**src/common/cpu_pkg.sv**
```systemverilog
// cpu shared definitions
package cpu_pkg;

  localparam int word_w = 16;
  localparam int reg_addr_w = 4;

  // instruction field positions
  localparam int op_hi = 15;
  localparam int op_lo = 12;
  localparam int rd_hi = 11;
  localparam int rd_lo = 8;
  localparam int ra_hi = 7;
  localparam int ra_lo = 4;
  localparam int rb_hi = 3;
  localparam int rb_lo = 0;
  localparam int imm4_hi = 3;
  localparam int imm4_lo = 0;
  localparam int imm8_hi = 7;
  localparam int imm8_lo = 0;

  typedef enum logic [3:0] {
    op_add  = 4'b0000,
    op_grt  = 4'b0001,
    op_sub  = 4'b0010,
    op_eq   = 4'b0011,
    op_jalr = 4'b0100,
    op_lui  = 4'b0101,
    op_jal  = 4'b0110,
    op_addi = 4'b1000,
    op_lw   = 4'b1001,
    op_sw   = 4'b1010,
    op_bne  = 4'b1011,
    op_wri  = 4'b1100,
    op_rea  = 4'b1101,
    op_nop  = 4'b1110,
    op_lli  = 4'b1111
  } opcode_e;

  typedef enum logic [1:0] {
    alu_add = 2'b00,
    alu_sub = 2'b01,
    alu_lui = 2'b10,
    alu_lli = 2'b11
  } alu_op_e;

  typedef enum logic [1:0] {
    src_arith = 2'b00,
    src_grt   = 2'b01,
    src_eq    = 2'b10
  } alu_src_e;

  typedef enum logic [1:0] {
    imm_s4 = 2'b00, // sign-extended bits 3..0
    imm_s8 = 2'b01,
    imm_z8 = 2'b10
  } imm_op_e;

  // alu operand selects
  localparam logic in1_ra = 1'b0;
  localparam logic in1_pc = 1'b1;
  localparam logic [1:0] in2_rb = 2'b00;
  localparam logic [1:0] in2_one = 2'b01; // link value
  localparam logic [1:0] in2_imm = 2'b10;

endpackage

```
**src/logic/imm_gen.sv**
```systemverilog
// immediate generator
`timescale 1ns/1ps

module imm_gen (
  input  cpu_pkg::imm_op_e          imm_op,
  input  logic [cpu_pkg::word_w-1:0] instr,
  output logic [cpu_pkg::word_w-1:0] imm
);

  localparam int s4_fill = cpu_pkg::word_w - 4;
  localparam int s8_fill = cpu_pkg::word_w - 8;

  logic [3:0] imm4;
  logic [7:0] imm8;

  assign imm4 = instr[cpu_pkg::imm4_hi:cpu_pkg::imm4_lo];
  assign imm8 = instr[cpu_pkg::imm8_hi:cpu_pkg::imm8_lo];

  always_comb begin
    case (imm_op)
      cpu_pkg::imm_s4: imm = {{s4_fill{imm4[3]}}, imm4};
      cpu_pkg::imm_s8: imm = {{s8_fill{imm8[7]}}, imm8}; // jal offset
      cpu_pkg::imm_z8: imm = {{s8_fill{1'b0}}, imm8};
      default:         imm = '0;
    endcase
  end

endmodule

```
**src/logic/alu.sv**
```systemverilog
// alu with result select
`timescale 1ns/1ps

module alu (
  input  cpu_pkg::alu_op_e          alu_op,
  input  cpu_pkg::alu_src_e         alu_src,
  input  logic                      alu_in1,
  input  logic [1:0]                alu_in2,
  input  logic [cpu_pkg::word_w-1:0] ra_val,
  input  logic [cpu_pkg::word_w-1:0] rb_val,
  input  logic [cpu_pkg::word_w-1:0] pc,
  input  logic [cpu_pkg::word_w-1:0] imm,
  output logic [cpu_pkg::word_w-1:0] result
);

  localparam int w = cpu_pkg::word_w;
  localparam int half_w = w / 2;

  logic [w-1:0] op_a;
  logic [w-1:0] op_b;
  logic [w-1:0] arith;
  logic [w:0]   diff; // top bit is the borrow
  logic         grt;
  logic         eq;

  assign op_a = (alu_in1 == cpu_pkg::in1_pc) ? pc : ra_val;

  always_comb begin
    case (alu_in2)
      cpu_pkg::in2_one: op_b = w'(1);
      cpu_pkg::in2_imm: op_b = imm;
      default:          op_b = rb_val;
    endcase
  end

  assign diff = {1'b0, op_a} - {1'b0, op_b};
  assign eq = (diff[w-1:0] == '0);
  assign grt = !diff[w] && !eq; // unsigned a > b

  always_comb begin
    case (alu_op)
      cpu_pkg::alu_sub: arith = diff[w-1:0];
      cpu_pkg::alu_lui: arith = {op_b[half_w-1:0], {half_w{1'b0}}};
      cpu_pkg::alu_lli: arith = {ra_val[w-1:half_w], op_b[half_w-1:0]}; // ra holds old rd
      default:          arith = op_a + op_b;
    endcase
  end

  always_comb begin
    case (alu_src)
      cpu_pkg::src_grt: result = w'(grt);
      cpu_pkg::src_eq:  result = w'(eq);
      default:          result = arith;
    endcase
  end

endmodule

```
**src/logic/reg_file.sv**
```systemverilog
// register file
`timescale 1ns/1ps

module reg_file (
  input  logic                      clk,
  input  logic                      reset,
  input  logic [cpu_pkg::word_w-1:0] instr,
  input  logic                      reg_write,
  input  logic                      mem_to_reg,
  input  logic                      io_read,
  input  logic [cpu_pkg::word_w-1:0] result,
  input  logic [cpu_pkg::word_w-1:0] mem_rdata,
  input  logic [cpu_pkg::word_w-1:0] in_data,
  output logic [cpu_pkg::word_w-1:0] ra_val,
  output logic [cpu_pkg::word_w-1:0] rb_val,
  output logic [cpu_pkg::word_w-1:0] rd_val
);

  localparam int num_regs = 2 ** cpu_pkg::reg_addr_w;

  logic [cpu_pkg::word_w-1:0]     regs [num_regs];
  logic [cpu_pkg::reg_addr_w-1:0] rd_addr;
  logic [cpu_pkg::reg_addr_w-1:0] ra_addr;
  logic [cpu_pkg::reg_addr_w-1:0] rb_addr;
  logic [cpu_pkg::word_w-1:0]     wb_data;
  logic                           is_lli;

  assign is_lli = (instr[cpu_pkg::op_hi:cpu_pkg::op_lo] == cpu_pkg::op_lli);
  assign rd_addr = instr[cpu_pkg::rd_hi:cpu_pkg::rd_lo];
  assign ra_addr = is_lli ? rd_addr : instr[cpu_pkg::ra_hi:cpu_pkg::ra_lo]; // lli merges old rd
  assign rb_addr = instr[cpu_pkg::rb_hi:cpu_pkg::rb_lo];

  assign ra_val = regs[ra_addr];
  assign rb_val = regs[rb_addr];
  assign rd_val = regs[rd_addr];

  assign wb_data = io_read ? in_data : (mem_to_reg ? mem_rdata : result);

  always_ff @(posedge clk) begin
    if (reset) begin
      for (int i = 0; i < num_regs; i++) begin
        regs[i] <= '0;
      end
    end else if (reg_write && (rd_addr != '0)) begin
      regs[rd_addr] <= wb_data; // r0 stays zero
    end
  end

  // write-back takes a single source
  assert property (@(posedge clk) disable iff (reset) !(io_read && mem_to_reg));

endmodule

```
**src/logic/data_mem.sv**
```systemverilog
// data memory
`timescale 1ns/1ps

module data_mem #(
  parameter int dmem_depth = 16
) (
  input  logic                          clk,
  input  logic                          mem_write,
  input  logic [$clog2(dmem_depth)-1:0] addr,
  input  logic [cpu_pkg::word_w-1:0]     wdata,
  output logic [cpu_pkg::word_w-1:0]     rdata
);

  logic [cpu_pkg::word_w-1:0] mem [dmem_depth];

  always_ff @(posedge clk) begin
    if (mem_write) begin
      mem[addr] <= wdata; // sw stores rd
    end
  end

  assign rdata = mem[addr]; // async read for lw

endmodule

```
**src/logic/pc_unit.sv**
```systemverilog
// program counter unit
`timescale 1ns/1ps

module pc_unit #(
  parameter int pc_width = 8
) (
  input  logic                      clk,
  input  logic                      reset,
  input  cpu_pkg::opcode_e          op,
  input  logic                      pc_write,
  input  logic [cpu_pkg::word_w-1:0] imm,
  input  logic [cpu_pkg::word_w-1:0] ra_val,
  input  logic [cpu_pkg::word_w-1:0] rd_val,
  output logic [pc_width-1:0]       pc
);

  logic [pc_width-1:0] pc_next;
  logic [pc_width-1:0] pc_rel;
  logic [pc_width-1:0] reg_tgt;
  logic                bne_taken;

  assign pc_rel = pc + imm[pc_width-1:0]; // jal and bne
  assign reg_tgt = ra_val[pc_width-1:0] + imm[pc_width-1:0];
  assign bne_taken = (rd_val != ra_val);

  always_comb begin
    pc_next = pc + pc_width'(1);
    if (pc_write) begin
      case (op)
        cpu_pkg::op_jal:  pc_next = pc_rel;
        cpu_pkg::op_jalr: pc_next = reg_tgt;
        cpu_pkg::op_bne: begin
          if (bne_taken) begin
            pc_next = pc_rel;
          end
        end
        default: ;
      endcase
    end
  end

  always_ff @(posedge clk) begin
    if (reset) begin
      pc <= '0;
    end else begin
      pc <= pc_next;
    end
  end

  // decoder raises pc_write only for control transfers
  assert property (@(posedge clk) disable iff (reset)
    pc_write |-> (op inside {cpu_pkg::op_jal, cpu_pkg::op_jalr, cpu_pkg::op_bne}));

endmodule

```
**src/core/control_decoder.sv**
```systemverilog
// instruction decoder
`timescale 1ns/1ps

module control_decoder (
  input  cpu_pkg::opcode_e  op,
  output cpu_pkg::imm_op_e  imm_op,
  output cpu_pkg::alu_op_e  alu_op,
  output logic              alu_in1,
  output logic [1:0]        alu_in2,
  output cpu_pkg::alu_src_e alu_src,
  output logic              mem_read,
  output logic              mem_write,
  output logic              mem_to_reg,
  output logic              reg_write,
  output logic              pc_write,
  output logic              io_read,
  output logic              io_write
);

  always_comb begin
    imm_op     = cpu_pkg::imm_s4;
    alu_op     = cpu_pkg::alu_add;
    alu_in1    = cpu_pkg::in1_ra;
    alu_in2    = cpu_pkg::in2_rb;
    alu_src    = cpu_pkg::src_arith;
    mem_read   = 1'b0;
    mem_write  = 1'b0;
    mem_to_reg = 1'b0;
    reg_write  = 1'b0;
    pc_write   = 1'b0;
    io_read    = 1'b0;
    io_write   = 1'b0;
    case (op)
      cpu_pkg::op_add: reg_write = 1'b1;
      cpu_pkg::op_sub: begin
        alu_op    = cpu_pkg::alu_sub;
        reg_write = 1'b1;
      end
      cpu_pkg::op_grt: begin
        alu_op    = cpu_pkg::alu_sub;
        alu_src   = cpu_pkg::src_grt; // flag from borrow
        reg_write = 1'b1;
      end
      cpu_pkg::op_eq: begin
        alu_op    = cpu_pkg::alu_sub;
        alu_src   = cpu_pkg::src_eq;
        reg_write = 1'b1;
      end
      cpu_pkg::op_jal: begin
        imm_op    = cpu_pkg::imm_s8;
        alu_in1   = cpu_pkg::in1_pc;
        alu_in2   = cpu_pkg::in2_one; // link is pc + 1
        reg_write = 1'b1;
        pc_write  = 1'b1;
      end
      cpu_pkg::op_jalr: pc_write = 1'b1; // target built in pc_unit
      cpu_pkg::op_bne:  pc_write = 1'b1;
      cpu_pkg::op_addi: begin
        alu_in2   = cpu_pkg::in2_imm;
        reg_write = 1'b1;
      end
      cpu_pkg::op_lui, cpu_pkg::op_lli: begin
        imm_op    = cpu_pkg::imm_z8;
        alu_op    = (op == cpu_pkg::op_lui) ? cpu_pkg::alu_lui : cpu_pkg::alu_lli;
        alu_in2   = cpu_pkg::in2_imm;
        reg_write = 1'b1;
      end
      cpu_pkg::op_lw: begin
        alu_in2    = cpu_pkg::in2_imm;
        mem_read   = 1'b1;
        mem_to_reg = 1'b1;
        reg_write  = 1'b1;
      end
      cpu_pkg::op_sw: begin
        alu_in2   = cpu_pkg::in2_imm; // address = ra + s4
        mem_write = 1'b1;
      end
      cpu_pkg::op_wri: io_write = 1'b1;
      cpu_pkg::op_rea: begin
        io_read   = 1'b1;
        reg_write = 1'b1;
      end
      default: ; // nop and unused codes
    endcase

    // store and register write share no opcode
    assert (!(mem_write && reg_write));
    // load data only reaches the register file on a read
    assert (!mem_to_reg || mem_read);
  end

endmodule

```
**src/core/cpu_top.sv**
```systemverilog
// single-cycle cpu top level
`timescale 1ns/1ps

module cpu_top #(
  parameter int pc_width = 8,
  parameter int dmem_depth = 16
) (
  input  logic                      clk,
  input  logic                      reset,
  input  logic [cpu_pkg::word_w-1:0] instr,
  input  logic [cpu_pkg::word_w-1:0] in_data,
  output logic [pc_width-1:0]       pc,
  output logic [cpu_pkg::word_w-1:0] out_data,
  output logic                      out_valid
);

  localparam int dmem_aw = $clog2(dmem_depth);

  cpu_pkg::opcode_e  op;
  cpu_pkg::imm_op_e  imm_op;
  cpu_pkg::alu_op_e  alu_op;
  cpu_pkg::alu_src_e alu_src;
  logic              alu_in1;
  logic [1:0]        alu_in2;
  logic              mem_read;
  logic              mem_write;
  logic              mem_to_reg;
  logic              reg_write;
  logic              pc_write;
  logic              io_read;
  logic              io_write;

  logic [cpu_pkg::word_w-1:0] imm;
  logic [cpu_pkg::word_w-1:0] ra_val;
  logic [cpu_pkg::word_w-1:0] rb_val;
  logic [cpu_pkg::word_w-1:0] rd_val;
  logic [cpu_pkg::word_w-1:0] result;
  logic [cpu_pkg::word_w-1:0] pc_word;
  logic [cpu_pkg::word_w-1:0] dmem_rdata;
  logic [cpu_pkg::word_w-1:0] mem_rdata;

  assign op = cpu_pkg::opcode_e'(instr[cpu_pkg::op_hi:cpu_pkg::op_lo]);
  assign pc_word = cpu_pkg::word_w'(pc); // zero-extended for the alu
  assign mem_rdata = mem_read ? dmem_rdata : '0;

  control_decoder control_decoder_i (
    .op(op), .imm_op(imm_op), .alu_op(alu_op), .alu_in1(alu_in1), .alu_in2(alu_in2),
    .alu_src(alu_src), .mem_read(mem_read), .mem_write(mem_write), .mem_to_reg(mem_to_reg),
    .reg_write(reg_write), .pc_write(pc_write), .io_read(io_read), .io_write(io_write)
  );

  imm_gen imm_gen_i (.imm_op(imm_op), .instr(instr), .imm(imm));

  reg_file reg_file_i (
    .clk(clk), .reset(reset), .instr(instr), .reg_write(reg_write),
    .mem_to_reg(mem_to_reg), .io_read(io_read), .result(result), .mem_rdata(mem_rdata),
    .in_data(in_data), .ra_val(ra_val), .rb_val(rb_val), .rd_val(rd_val)
  );

  alu alu_i (
    .alu_op(alu_op), .alu_src(alu_src), .alu_in1(alu_in1), .alu_in2(alu_in2),
    .ra_val(ra_val), .rb_val(rb_val), .pc(pc_word), .imm(imm), .result(result)
  );

  data_mem #(.dmem_depth(dmem_depth)) data_mem_i (
    .clk(clk), .mem_write(mem_write), .addr(result[dmem_aw-1:0]), .wdata(rd_val),
    .rdata(dmem_rdata)
  );

  pc_unit #(.pc_width(pc_width)) pc_unit_i (
    .clk(clk), .reset(reset), .op(op), .pc_write(pc_write), .imm(imm),
    .ra_val(ra_val), .rd_val(rd_val), .pc(pc)
  );

  // output port register
  always_ff @(posedge clk) begin
    if (reset) begin
      out_valid <= 1'b0;
    end else begin
      out_valid <= io_write; // one-cycle strobe per wri
    end
  end

  always_ff @(posedge clk) begin
    if (io_write) begin
      out_data <= ra_val;
    end
  end

endmodule

```
**config.mk**
```make
export PLATFORM = sky130hd
export DESIGN_NAME = cpu_top
export DESIGN_NICKNAME = d
export VERILOG_FILES = /design/src/common/cpu_pkg.sv /design/src/logic/imm_gen.sv /design/src/logic/alu.sv /design/src/logic/reg_file.sv /design/src/logic/data_mem.sv /design/src/logic/pc_unit.sv /design/src/core/control_decoder.sv /design/src/core/cpu_top.sv
export SDC_FILE = /design/constraint.sdc
export NUM_CORES = 1
export LEC_CHECK = 0
export BUFFER_PORTS_ARGS = -buffer_cell sky130_fd_sc_hd__buf_2
export CAP_MARGIN = 15
export CORE_MARGIN = 8
export CORE_UTILIZATION = 45
export CTS_CLUSTER_SIZE = 25
export DETAILED_ROUTE_END_ITERATION = 10
export HOLD_SLACK_MARGIN = 0.03
export PLACE_DENSITY_LB_ADDON = 0.2
export REMOVE_ABC_BUFFERS = 1
export SLEW_MARGIN = 20
export SYNTH_ARGS = -nofsm -noshare
export SYNTH_HDL_FRONTEND = slang
export SYNTH_SLANG_ARGS = --single-unit
```
**constraint.sdc**
```tcl
create_clock -name clk -period 15.2 [get_ports clk]
set_input_delay 3.04 -clock clk [delete_from_list [all_inputs] [get_ports clk]]
set_output_delay 3.04 -clock clk [all_outputs]
set_load 0.05 [all_outputs]
```
==> results of run 1 <==
-- final cells by class --
type / count / area, sq um / share of cell area
Sequential cell: 537 / 16000 / 0.479
Multi-Input combinational cell: 1567 / 13200 / 0.394
Timing Repair Buffer: 148 / 973 / 0.0291
Inverter: 45 / 169 / 0.00505
Clock buffer: 75 / 1630 / 0.0487
Clock inverter: 35 / 382 / 0.0114
Antenna cell: 1 / 2.50 / 0.0000748
Tap cell: 873 / 1090 / 0.0327
-- kinds of logic (layout without fill, tap and decap cells) --
group / Yosys count / after routing / synth area share
mux: 421 / 421 / 0.201
other cells: 1 / 17 / 0.000124
flops: 537 / 537 / 0.532
buf+inv: 219 / 303 / 0.0370
compound gates: 444 / 444 / 0.105
simple gates: 592 / 592 / 0.0900
xor+xnor: 39 / 39 / 0.0113
fa+ha+maj: 55 / 55 / 0.0238
-- stage by stage --
stage          total power, W  cells   util  worst slack (ns)  hold slack [ns]
2_1_floorplan         0.00260   2149      -             -5.52            0.861
3_3_place_gp          0.00301   3164  0.470              3.95            0.740
3_5_place_dp          0.00303   3168  0.470              3.80            0.715
4_1_cts               0.00450   3278  0.500              4.47            0.731
5_1_grt               0.00466   3280  0.501              3.83            0.767
6_report              0.00451   3281  0.501              4.33            0.746
-- routing by layer --
layer,wire (um),vias to the layer above,GRT usage
met3,9870,293,0.0546
met4,4730,0,0.113
li1,-,9120,-
met1,39300,10900,0.343
met2,48800,1363,0.438
met5,0,-,0
-- path summary, 6_finish.rpt --
path	to	start	slack, ns	cells after the start
max	reg_file_i.regs[7][14]$_SDFFCE_PN0P_	instr[13]	4.33	24
min	pc_unit_i.pc[0]$_SDFF_PP0_	pc_unit_i.pc[0]$_SDFF_PP0_	0.75	1
max reg2reg	reg_file_i.regs[7][14]$_SDFFCE_PN0P_	reg_file_i.regs[3][4]$_SDFFCE_PN0P_	8.54	18
min reg2reg	pc_unit_i.pc[0]$_SDFF_PP0_	pc_unit_i.pc[0]$_SDFF_PP0_	0.75	1
-- state kept, by name, indices dropped and copies added, names as in the netlist --
name	count
out_data	16
reg_file_i.regs	256
pc_unit_i.pc	8
out_valid	1
data_mem_i.mem	256
-- power groups by stage --
stage | logic [W] | registers (W) | clock network (W)
2_1_floorplan | 0.000846 | 0.00175 | 0
3_3_place_gp | 0.00126 | 0.00175 | 0
3_5_place_dp | 0.00127 | 0.00175 | 0
4_1_cts | 0.00128 | 0.00172 | 0.00150
5_1_grt | 0.00138 | 0.00173 | 0.00155
6_report | 0.00130 | 0.00172 | 0.00148
-- critical path, cell delays in order --
cell and delay (ns):
buf_2 0.28, nand4_1 0.59, mux2i_4 0.71, buf_4 0.96, mux2i_1 0.31, a22oi_1 0.13
a21oi_1 0.28, nor3_1 0.13, a21oi_1 0.23, inv_1 0.13, fa_1 0.46, nand2b_1 0.10
a21oi_1 0.12, o31ai_1 0.69, nand3_1 0.15, a2111oi_0 0.48, and4_1 0.26, and4b_1 0.26
mux2i_4 0.23, buf_4 0.38, mux2i_1 0.16, a221oi_2 0.71, buf_4 0.29, nor2_1 0.06
-- Yosys cell counts (11+ instances only) --
cell	n
nand2b_1	28
nor3_1	23
nand3_1	19
edfxtp_1	528
mux2_2	12
nor2_1	304
clkbuf_1	63
a221oi_1	16
xnor2_1	28
o22ai_1	57
mux4_2	141
a31oi_1	13
a221o_1	14
a21oi_1	84
mux2i_1	249
inv_1	40
a211o_1	20
buf_6	21
nor2b_1	11
mux2_1	15
a211oi_1	13
o31ai_1	12
nor2_2	41
o21ai_0	29
ha_1	51
a22oi_1	100
nand2_1	86
a21o_1	14
buf_2	66
nand4_1	26
xor2_1	11
==> run metrics, run 1 <==
cell count after synthesis 2308; Num CTS Buffers 58; Sw Ratio 0.328; first-pass GRT wire length 147000 um; via/cell ratio around 6.6; Placer Congestion between 0.9 and 1; HPWL after DPL 67500 um; 1st-iter DRT viols 2648; register clock-pin slew on the reported worst setup and hold paths about 0.06 ns; vias in the first global route roughly 21000; Async SR Flop Fraction 0; CTS Sinks between 500 and 600; design area 33400 sq um; Worst IR Drop VDD approximately 0.095 mV; commonest non-fill, non-tap cells in the layout 528 x edfxtp_1, 292 x nor2_1, 247 x mux2i_1; Wirelength per Cell 31.3 um; Synth cell types a little under 90; Int Pwr about 0.003 W; WP data arrival between 10 and 15 ns; Sw Pwr approximately 0.0015 W; port bufs 58; via count approximately 22000; Comb pwr share 0.289; CORE AREA between 60000 and 70000 sq um; Syn Area/Cell approximately 13 sq um; DRC Markers 0; First-pass DRT Iterations 9; status completed; Cell Area, Placed between 30000 and 40000 sq um; clock tree root buffer cell clkbuf_16; Yosys top cell area share 0.526; Setup Skew 0.0382 ns; Clock Path Buffers 3; biggest area consumer among synthesized cells edfxtp_1; relative slew slack 0.221; Leak between 10 and 15 nW; endpoints failing hold 0; CTS tree built; final net count roughly 2400; power per cell area 135 nW/um^2; fmax 92.0 MHz; Clock Power Share 0.329; ANT nets after route 0; largest net degree at the start of global routing 70; initial antenna violation count 1; die width 275 um; overall die height around 270 um; Die ar. approximately 76000 sq um; post-cts resize count 0; dominant synthesized flop cell edfxtp_1; Setup TNS Final 0 ns; sequential-to-total area share from yosys stat 0.532; worst endpoint required time around 16 ns; Area Overhead vs Synth 10.9%; clock latency on the worst-skew pair 0.63 ns; max-cap violations 0; crit-path max FO 65; number of synthesized flops with an enable pin 528; top post-synthesis cells by area edfxtp_1 53%, mux4_2 11%, mux2i_1 8.3%; Worst setup EP type flip-flop; layout cells sized above 1 0.203; Initial Utilization 0.452; Final setup viols 0; GRT Util Overall 0.267; Row Count 95; critical path launch point type input pin; min cycle time layout between 10 and 15 ns; Ys Warns 0; Mapped Area just over 30000 sq um; Final period util 0.715; worst slew pin tran ~1.2 ns; commonest non-fill, non-tap cell in the layout edfxtp_1; H-tree Lvls 2; CTS Hold Buffers Added 0; post-synthesis register bit count 537; Hold Crit Class reg2reg; # Post-CTS Setup Buffers 0; IO Pins 59; Reg power frac 0.382; Pins Over Slew Limit 0; Routed WL 103000 um; # fillers between 5000 and 6000; RSZ-0062 raised after global routing false; Crit Path Class in2reg; aggregate global routing overflow 0
Power figures use the tool's default switching activity.
==> run 2: changes to the inputs <==
==> constraint.sdc (replaced) <==
create_clock -name clk -period 10.7 [get_ports clk]
set_input_delay 2.14 -clock clk [delete_from_list [all_inputs] [get_ports clk]]
set_output_delay 2.14 -clock clk [all_outputs]
set_load 0.05 [all_outputs]
==> run 2 against run 1 <==
  * Clock-buffer cell count decreased by 7
  * Largest power group unchanged
  * First-iteration DRC count increased by 3.3%
  * Power increased by 39%
  * Critical path type unchanged
  * Final area decreased by 0.23%
==> run metrics, run 2 (synthesis gave the netlist of run 1 again) <==
final net count 2448 (was 2446); Hold Crit Class reg2reg (unchanged); RSZ-0062 raised after global routing false (unchanged); Pins Over Slew Limit 0 (unchanged); Num CTS Buffers 58 (unchanged); CTS tree built (unchanged); GRT Util Overall 0.261 (was 0.267); aggregate global routing overflow 0 (unchanged); First-pass DRT Iterations 6 (was 9); initial antenna violation count 1 (unchanged); placed cells 3172 (was 3168); Wirelength per Cell 30.5 um (was 31.3 um); H-tree Lvls 2 (unchanged); worst slew pin tran 1.15 ns (was 1.17 ns); Worst IR Drop VDD 0.137 mV (was 0.0949 mV); CTS Hold Buffers Added 0 (unchanged); largest net degree at the start of global routing 70 (unchanged); Area Overhead vs Synth 10.6% (was 10.9%); Die ar. 75600 sq um (unchanged); Row Count 95 (unchanged); layout cells sized above 1 0.203 (about the same); crit-path max FO 26 (was 65); min cycle time layout between 9 and 10 ns; relative slew slack 0.233 (was 0.221); via count 21500 (was 21700); post-cts resize count 0 (unchanged); critical path launch point type input pin (unchanged); commonest non-fill, non-tap cell in the layout edfxtp_1 (unchanged); Finished Layout Cells 3281 (unchanged); vias in the first global route 21200 (was 21300); Setup Skew 0.0385 ns (was 0.0382 ns); final core occ 0.499 (was 0.501); register clock-pin slew on the reported worst setup and hold paths 0.06 ns (about the same); DRC Markers 0 (unchanged); fmax between 100 and 150 MHz; Initial Utilization 0.452 (unchanged); design area 33400 sq um (about the same); die width 275 um (unchanged); HPWL after DPL 66800 um (was 67500 um); via/cell ratio 6.55 (was 6.62); endpoints failing hold 0 (unchanged); # Post-CTS Setup Buffers 0 (unchanged); Clock Path Buffers 3 (unchanged); IO Pins 59 (unchanged); CP max stage cell mux2i_4 (was buf_4); Placer Congestion 0.928 (was 0.942); Final setup viols 0 (unchanged); 1st-iter DRT viols 2735 (was 2648); Worst setup EP type flip-flop (unchanged); Cell Area, Placed 31500 sq um (was 31400 sq um); worst endpoint required time 11.06 ns (was 15.56 ns); Crit Path Class in2reg (unchanged); Routed WL 100000 um (was 103000 um); overall die height 275 um (unchanged); commonest non-fill, non-tap cells in the layout 528 x edfxtp_1, 292 x nor2_1, 247 x mux2i_1 (unchanged); CTS Sinks 537 (unchanged); slowest stage delay, CP 0.90 ns (was 0.96 ns); max-cap violations 0 (unchanged); clock tree root buffer cell clkbuf_16 (unchanged); Leak 12.0 nW (about the same); power per cell area 188 nW/um^2 (was 135 nW/um^2); status completed (unchanged); crit path cell chain buf_2 -> nand4_1 -> mux2_2 -> nor2_2 -> buf_4 -> a22oi_1 -> a21oi_1 -> nor3_1 -> ha_1 -> nor4_1 -> nor2_1 -> o311ai_1 -> o2111ai_1 -> a2111oi_0 -> and4_1 -> and4b_1 -> mux2i_4 -> mux2i_1 -> a222oi_1 -> buf_4 -> nor2_1 (was buf_2 -> nand4_1 -> mux2i_4 -> buf_4 -> mux2i_1 -> a22oi_1 -> a21oi_1 -> nor3_1 -> a21oi_1 -> inv_1 -> fa_1 -> nand2b_1 -> a21oi_1 -> o31ai_1 -> nand3_1 -> a2111oi_0 -> and4_1 -> and4b_1 -> mux2i_4 -> buf_4 -> mux2i_1 -> a221oi_2 -> buf_4 -> nor2_1); first-pass GRT wire length 145000 um (was 147000 um); ANT nets after route 0 (unchanged); # fillers 5822 (was 5824); clock latency on the worst-skew pair 0.63 ns (about the same); port bufs 58 (unchanged); largest registers data_mem_i.mem: 256 flops, reg_file_i.regs: 256 flops, out_data: 16 flops (unchanged); CORE AREA 66800 sq um (unchanged); Final period util 0.922; WP data arrival 10.22 ns (was 11.23 ns)
-- run 2: cell count changes in the layout (fill, tap and decap cells not counted), moves of 3 or more --
cell,before,now
buf_12,0,4
bufinv_16,8,5
clkbuf_8,5,0
clkinv_1,10,14
nand2b_1,21,18
nand2b_2,8,11
-- run 2: worst paths after layout --
check / endpoint / depth (start not counted) / slack (ns) / from
max reg2reg: reg_file_i.regs[15][11]$_SDFFCE_PN0P_ / 17 / 3.96 / reg_file_i.regs[12][4]$_SDFFCE_PN0P_
min: pc_unit_i.pc[0]$_SDFF_PP0_ / 1 / 0.74 / pc_unit_i.pc[0]$_SDFF_PP0_
min reg2reg: pc_unit_i.pc[0]$_SDFF_PP0_ / 1 / 0.74 / pc_unit_i.pc[0]$_SDFF_PP0_
max: reg_file_i.regs[15][11]$_SDFFCE_PN0P_ / 21 / 0.83 / instr[12]
-- run 2: metrics by stage --
stage	setup TNS (ns)	setup slack [ns]	power (W)	hold WS, ns
4_1_cts	0	1.06	0.00626	0.736
3_3_place_gp	0	0.499	0.00430	0.720
6_report	0	0.834	0.00627	0.743
5_1_grt	0	0.572	0.00648	0.816
3_5_place_dp	0	0.393	0.00430	0.730
2_1_floorplan	-4069.49	-9.12	0.00369	0.861
-- run 2: area by class of cell --
| class | count | area (sq um) | share of cell area |
|---|---|---|---|
| repair buffers | 150 | 1040 | 0.0311 |
| clock buffers | 68 | 1510 | 0.0453 |
| clock inverters | 40 | 337 | 0.0101 |
| diodes | 1 | 2.50 | 0.0000750 |
| well taps | 873 | 1090 | 0.0327 |
| inverters | 45 | 169 | 0.00506 |
| multi-input cells | 1567 | 13200 | 0.395 |
| flip-flops and latches | 537 | 16000 | 0.481 |
-- run 2: critical path: cells and delay by family --
| family | cells | cell delay [ns] |
|---|---|---|
| AOI/OAI and AO/OA | 6 | 1.85 |
| adders and majority gates | 1 | 0.45 |
| buffers and inverters | 3 | 0.95 |
| muxes | 3 | 1.66 |
| and+or+nand+nor | 8 | 3.11 |
-- run 2: metal layers --
layer / global-route usage / part of all wire / up-vias
li1: - / - / 9125
met5: 0 / 0 / -
met3: 0.0515 / 0.093 / 290
met2: 0.425 / 0.47 / 1274
met4: 0.119 / 0.049 / 0
met1: 0.335 / 0.38 / 10800
-- run 2: where the power goes --
group	total (W)	leakage, nW	internal, W	switching, W
Clock	0.00197	0.898	0.00113	0.000843
Combinational	0.00185	5.87	0.000651	0.00120
Sequential	0.00245	5.19	0.00240	0.0000471
Total	0.00627	12.0	0.00418	0.00209
